<file path="src/burst_cache_pkg.sv">
// Burst cache shared definitions
// Sizes, vector types, channel structs and FSM encodings for the
// direct-mapped write-back cache in front of a burst RAM

`default_nettype none

package burst_cache_pkg;

  // 64 lines of 8 words each
  localparam int line_ix_w = 6;
  localparam int col_ix_w = 3;
  localparam int col_count = 8;

  // the two low address bits of the byte addressed burst RAM select the byte
  localparam int ram_addr_w = 21;
  localparam int tag_w = ram_addr_w - line_ix_w - col_ix_w - 2;

  // one burst moves a whole line as 64-bit beats
  localparam int beats_per_line = 4;

  // idle cycles reloaded into the interval counter per command
  localparam int cmd_interval = 13;
  localparam int gap_w = $clog2(cmd_interval + 1);

  typedef logic [31:0] word_t;
  typedef logic [3:0] strb_t;
  typedef logic [63:0] beat_t;
  typedef logic [255:0] line_t;
  typedef logic [line_ix_w-1:0] line_ix_t;
  typedef logic [tag_w-1:0] tag_t;
  typedef logic [ram_addr_w-1:0] ram_addr_t;

  // wstrb of zero marks a read
  typedef struct packed {
    logic [31:0] addr;
    word_t wdata;
    strb_t wstrb;
  } cache_req_t;

  typedef struct packed {
    logic write;
    ram_addr_t addr;
    line_t line;
  } burst_job_t;

  typedef struct packed {
    logic write;
    ram_addr_t addr;
  } br_cmd_t;

  typedef enum logic [1:0] {
    ctrl_lookup,
    ctrl_evict,
    ctrl_fill,
    ctrl_install
  } ctrl_state_e;

  typedef enum logic [2:0] {
    seq_idle,
    seq_send,
    seq_wait_data,
    seq_receive,
    seq_done
  } seq_state_e;

endpackage

`default_nettype wire

</file>
<file path="src/burst_sequencer.sv">
// Burst sequencer
// Issues one burst RAM command per job, keeps the minimum command interval,
// streams a victim line out as beats and assembles fill beats into a line

`default_nettype none

module burst_sequencer (
  input  wire                          clk,
  input  wire                          rst_n,
  input  wire burst_cache_pkg::burst_job_t  job,
  input  wire                          job_valid,
  output logic                         job_ready,
  output logic                         fill_valid,
  output burst_cache_pkg::line_t       fill_line,
  output logic                         wb_done,
  output burst_cache_pkg::br_cmd_t     br_cmd,
  output logic                         br_cmd_en,
  output burst_cache_pkg::beat_t       br_wr_data,
  output logic [7:0]                   br_data_mask,
  input  wire burst_cache_pkg::beat_t  br_rd_data,
  input  wire                          br_rd_data_valid
);
  import burst_cache_pkg::*;

  seq_state_e state;
  burst_job_t job_q;
  logic [1:0] beat_cnt;
  logic [gap_w-1:0] gap_cnt;
  logic last_beat;

  assign job_ready = state == seq_idle && gap_cnt == '0;
  assign br_cmd_en = state == seq_send && beat_cnt == '0;
  assign br_cmd = {job_q.write, job_q.addr};
  // low beat of the shifting victim line
  assign br_wr_data = job_q.line[$bits(beat_t)-1:0];
  assign br_data_mask = '0;
  assign fill_valid = state == seq_done && !job_q.write;
  assign wb_done = state == seq_done && job_q.write;
  assign last_beat = beat_cnt == 2'(beats_per_line - 1);

  always_ff @(posedge clk) begin
    if (!rst_n) begin
      state <= seq_idle;
      beat_cnt <= '0;
      // job_ready stays low through reset and one interval after it
      gap_cnt <= gap_w'(cmd_interval);
    end else begin
      if (gap_cnt != '0) begin
        gap_cnt <= gap_cnt - 1'b1;
      end
      case (state)
        seq_idle: begin
          if (job_valid && job_ready) begin
            state <= seq_send;
          end
        end
        seq_send: begin
          if (beat_cnt == '0) begin
            gap_cnt <= gap_w'(cmd_interval);
          end
          // write beats leave back to back from the command cycle
          if (!job_q.write) begin
            state <= seq_wait_data;
          end else begin
            beat_cnt <= beat_cnt + 1'b1;
            if (last_beat) begin
              state <= seq_done;
            end
          end
        end
        seq_wait_data: begin
          if (br_rd_data_valid) begin
            beat_cnt <= beat_cnt + 1'b1;
            state <= seq_receive;
          end
        end
        seq_receive: begin
          if (br_rd_data_valid) begin
            beat_cnt <= beat_cnt + 1'b1;
            if (last_beat) begin
              state <= seq_done;
            end
          end
        end
        seq_done: state <= seq_idle;
        default: state <= seq_idle;
      endcase
    end
  end

  always_ff @(posedge clk) begin
    if (job_valid && job_ready) begin
      job_q <= job;
    end else if (state == seq_send && job_q.write) begin
      job_q.line <= job_q.line >> $bits(beat_t);
    end
    // beats enter at the top so beat 0 ends in columns 0 and 1
    if (br_rd_data_valid && state inside {seq_wait_data, seq_receive}) begin
      fill_line <= {br_rd_data, fill_line[$bits(line_t)-1:$bits(beat_t)]};
    end
  end

  a_cmd_spacing: assert property (@(posedge clk) disable iff (!rst_n)
    br_cmd_en |-> gap_cnt == '0);

  a_no_idle_data: assert property (@(posedge clk) disable iff (!rst_n)
    state == seq_idle |-> !br_rd_data_valid);

endmodule

`default_nettype wire

</file>
<file path="config.mk">
export PLATFORM = sky130hd
export DESIGN_NAME = burst_sequencer
export DESIGN_NICKNAME = d
export VERILOG_FILES = /design/src/burst_cache_pkg.sv /design/src/burst_sequencer.sv
export SDC_FILE = /design/constraint.sdc
export NUM_CORES = 1
export LEC_CHECK = 0
export ABC_AREA = 1
export BUFFER_PORTS_ARGS = -buffer_cell sky130_fd_sc_hd__buf_4
export CORE_ASPECT_RATIO = 0.75
export CORE_MARGIN = 4
export CORE_UTILIZATION = 30
export CTS_BUF_LIST = sky130_fd_sc_hd__clkbuf_8 sky130_fd_sc_hd__clkbuf_16
export CTS_CLUSTER_DIAMETER = 120
export CTS_CLUSTER_SIZE = 8
export DETAILED_ROUTE_END_ITERATION = 7
export HOLD_SLACK_MARGIN = 0.12
export SLEW_MARGIN = 20
export SYNTH_ARGS = -nofsm -noshare
export SYNTH_HDL_FRONTEND = slang
export SYNTH_SLANG_ARGS = --single-unit
</file>
<file path="constraint.sdc">
create_clock -name clk -period 37.1 [get_ports clk]
set_input_delay 1.855 -clock clk [delete_from_list [all_inputs] [get_ports clk]]
set_output_delay 1.855 -clock clk [all_outputs]
set_load 0.02 [all_outputs]
</file>
==> results.md <==
| Item | This run | Unit |
| --- | --- | --- |
| Post-synthesis register bit count | 543 | - |
| # Post-CTS Setup Buffers | 0 | - |
| Mean instance size in the synthesized netlist | 13.88 | um^2 |
| Post-cts repair resize count | 0 | - |
| Fraction of layout instances using a drive strength above 1 | 0.3734 | - |
| Initial Util | 0.3030 | - |
| Boundary pin count | 700 | - |
| Buffer type at the clock tree root | sky130_fd_sc_hd__clkbuf_16 | - |
| Run status | finished clean | - |
| Setup Total Neg Slack | 0 | ns |
| Number of synthesized flops with an enable pin | 534 | - |
| Cell leakage power | 0.01204 | uW |
| Worst setup timing slack at the placement stage | 31.13 | ns |
| Number of cell rows | 82 | - |
| Crit path required time | 37.30 | ns |
| Die boundary height | 233.1 | um |
| Routed wire per std cell | 19.44 | um |
| Hold-fix buffer count after cts | 0 | - |
| Final Hold Viols | 0 | - |
| Worst-case headroom to the max-slew limit | 0.2832 | - |
| Total GRT Usage | 0.1519 | - |
| Clock slew seen by the registers of the worst setup and hold paths | 0.05 | ns |
| Maximum vdd drop | 0.03479 | mV |
| Highest net fanout along the worst path | 82 | - |
| WS Path Type | input pin to register | - |
| Setup slack, reg-to-reg | 32.07 | ns |
| Initial antenna violation count | 9 | - |
| Count of H-tree levels built during CTS | 3 | - |
| Sinks on Clock Net | 543 | - |
| First DRT Iteration DRCs | 977 | - |
| Tightest Pin Transition | 1.075 | ns |
| Remaining routing DRC violations | 0 | - |
| Kind of start point of the critical path | input pin | - |
| Remaining antenna violation count after routing | 0 | - |
| Buffers on Ports | 691 | - |
| Wire length of the first global-routing pass | 80410 | um |
| Number of nets in the layout | 2451 | - |
| Number of warnings reported in the yosys synthesis log | 0 | - |
| Distinct cell type count of the synthesized netlist | 23 | - |
| Sequential element share of the synthesized area | 0.8000 | - |
| Final core utilization | 0.4142 | - |
| Hold Path Class | register to register | - |
| Pwr Density | 47.67 | nW/um^2 |
| Width of the chip | 308.1 | um |
| Insertion delay of the later-clocked pin in the worst-skew pair | 0.60 | ns |
| Arrival time reported for the critical path endpoint | 5.56 | ns |
| Pin count of the biggest net entering global routing | 177 | - |
| Final setup fails | 0 | - |
| TritonCTS clock tree | done | - |
| Setup slack after layout | 31.75 | ns |
| Post-route clock period utilization | 0.1443 | - |
| Vias | 12710 | - |
| Main flop type after synthesis | sky130_fd_sc_hd__edfxtp_1 | - |
| Max-cap violations | 0 | - |
| Number of buffers created by CTS | 77 | - |
| Via count of the first global-routing pass | 12950 | - |
| Detailed Place HPWL | 43090 | um |
| Area growth, synth to finish | 36.69 | % |
| Nature of the critical path endpoint | register | - |
| Total count of max-transition violations in the final report | 0 | - |
| Post-synthesis async set-or-reset flop share | 0 | - |
| Leftover overflow at the end of global routing | 0 | - |
| Via density per instance | 4.236 | - |
| Fmax | 186.8 | MHz |
| RSZ-0062 raised after global routing | false | - |
| Instance count of the mapped netlist | 1460 | - |
| Core area | 66890 | um^2 |
| Worst Clk Skew | 0.02933 | ns |
| Netlist area before placement | 20270 | um^2 |
| Die area | 71830 | um^2 |
| 1st-pass router iterations | 5 | - |
| CTS Buffer Depth | 3 | - |
| Total Wirelength | 58330 | um |
| Global placement routability congestion | 0.8287 | - |
| Final critical path time including I/O delays and setup | 5.352 | ns |
==> synth_stat cells (2+ instances only) <==
cell                       count  area (um^2)
sky130_fd_sc_hd__buf_4        94        705.7
sky130_fd_sc_hd__buf_2        28        140.1
sky130_fd_sc_hd__inv_1        81        304.0
sky130_fd_sc_hd__edfxtp_1    534        16040
sky130_fd_sc_hd__nor2_1       74        277.8
sky130_fd_sc_hd__dfxtp_1       9        180.2
sky130_fd_sc_hd__clkbuf_1      2        7.510
sky130_fd_sc_hd__nand2_1     586         2200
sky130_fd_sc_hd__a21oi_1       4        20.02
sky130_fd_sc_hd__o21ai_0       8        40.04
sky130_fd_sc_hd__ha_1          3        37.54
sky130_fd_sc_hd__nand4_1       2        12.51
sky130_fd_sc_hd__buf_6        19        214.0
sky130_fd_sc_hd__nand3_1       7        35.03
==> cells in the final DEF, fill, tap and decap left out, types with 2 or more instances in the layout <==
cell	n
sky130_fd_sc_hd__inv_1	87
sky130_fd_sc_hd__diode_2	5
sky130_fd_sc_hd__nor2_4	2
sky130_fd_sc_hd__inv_16	3
sky130_fd_sc_hd__nand3_1	7
sky130_fd_sc_hd__dfxtp_1	9
sky130_fd_sc_hd__inv_6	3
sky130_fd_sc_hd__o21ai_0	8
sky130_fd_sc_hd__clkbuf_16	78
sky130_fd_sc_hd__edfxtp_1	534
sky130_fd_sc_hd__ha_1	3
sky130_fd_sc_hd__conb_1	8
sky130_fd_sc_hd__nor2_1	73
sky130_fd_sc_hd__buf_4	698
sky130_fd_sc_hd__nand2_1	585
sky130_fd_sc_hd__a21oi_1	4
sky130_fd_sc_hd__nand4_1	2
==> worst paths after layout <==
check,startpoint,to,depth (start not counted)
max,job_valid,job_q[218],6
min,fill_line[248],fill_line[184],0
max reg2reg,gap_cnt[0],job_q[218],9
min reg2reg,fill_line[248],fill_line[184],0
==> critical path, stage by stage <==
cell and delay [ns]:
sky130_fd_sc_hd__buf_4 0.13, sky130_fd_sc_hd__nand2_8 0.24, sky130_fd_sc_hd__nand2_4 0.52, sky130_fd_sc_hd__buf_4 0.71, sky130_fd_sc_hd__buf_4 0.91, sky130_fd_sc_hd__buf_4 0.91
==> per-layer routing <==
layer	vias up	GRT usage	part of all wire
li1	6049	-	-
met1	6171	0.1919	0.41
met2	372	0.2503	0.50
met3	111	0.04016	0.055
met4	6	0.06074	0.032
met5	-	0	0.00084
==> logic make-up after synthesis <==
logic type | share of synthesized area
adder cells (fa/ha/maj) | 0.001852
AND/OR/NAND/NOR | 0.1260
flip-flops | 0.8000
other | 0.0001850
buffers and inverters | 0.06790
AO/OA/AOI/OAI | 0.004075
==> area by class of cell <==
type,instances,area (um^2)
fill,6285,39190
sequential,543,16220
timing repair buffer,699,5260
multi-input combinational,699,2733
clock buffer,78,1952
tap,882,1104
inverter,82,312.8
clock inverter,12,116.4
antenna,5,12.51
==> power by group <==
| group | leakage (uW) | switching [uW] | total [uW] | internal (uW) |
|---|---|---|---|---|
| clock network | 0.00104 | 246 | 618 | 372 |
| logic | 0.00567 | 11.1 | 35.0 | 23.9 |
| registers | 0.00533 | 0.439 | 668 | 667 |
==> per-stage QoR <==
| stage | instances | total power, uW | instance area [um^2] | hold WS [ns] |
|---|---|---|---|---|
| floorplan | 1467 | 684.1 | 20300 | 0.4473 |
| finish | 3000 | 1321 | 27710 | 0.4326 |
| CTS | 2995 | 1341 | 27690 | 0.4308 |
| detailed placement | 2905 | 714.2 | 25620 | 0.4337 |
| global placement | 2905 | 713.6 | 25620 | 0.4324 |
| global route | 2999 | 1370 | 27700 | 0.4499 |
==> sequential cells by signal, indices dropped and copies added (netlist names) <==
signal and cells:
state 3, br_wr_data 64, fill_line 256, beat_cnt 2, gap_cnt 4, br_cmd 22
job_q 192
No activity file was read; power rests on OpenSTA's default activity.
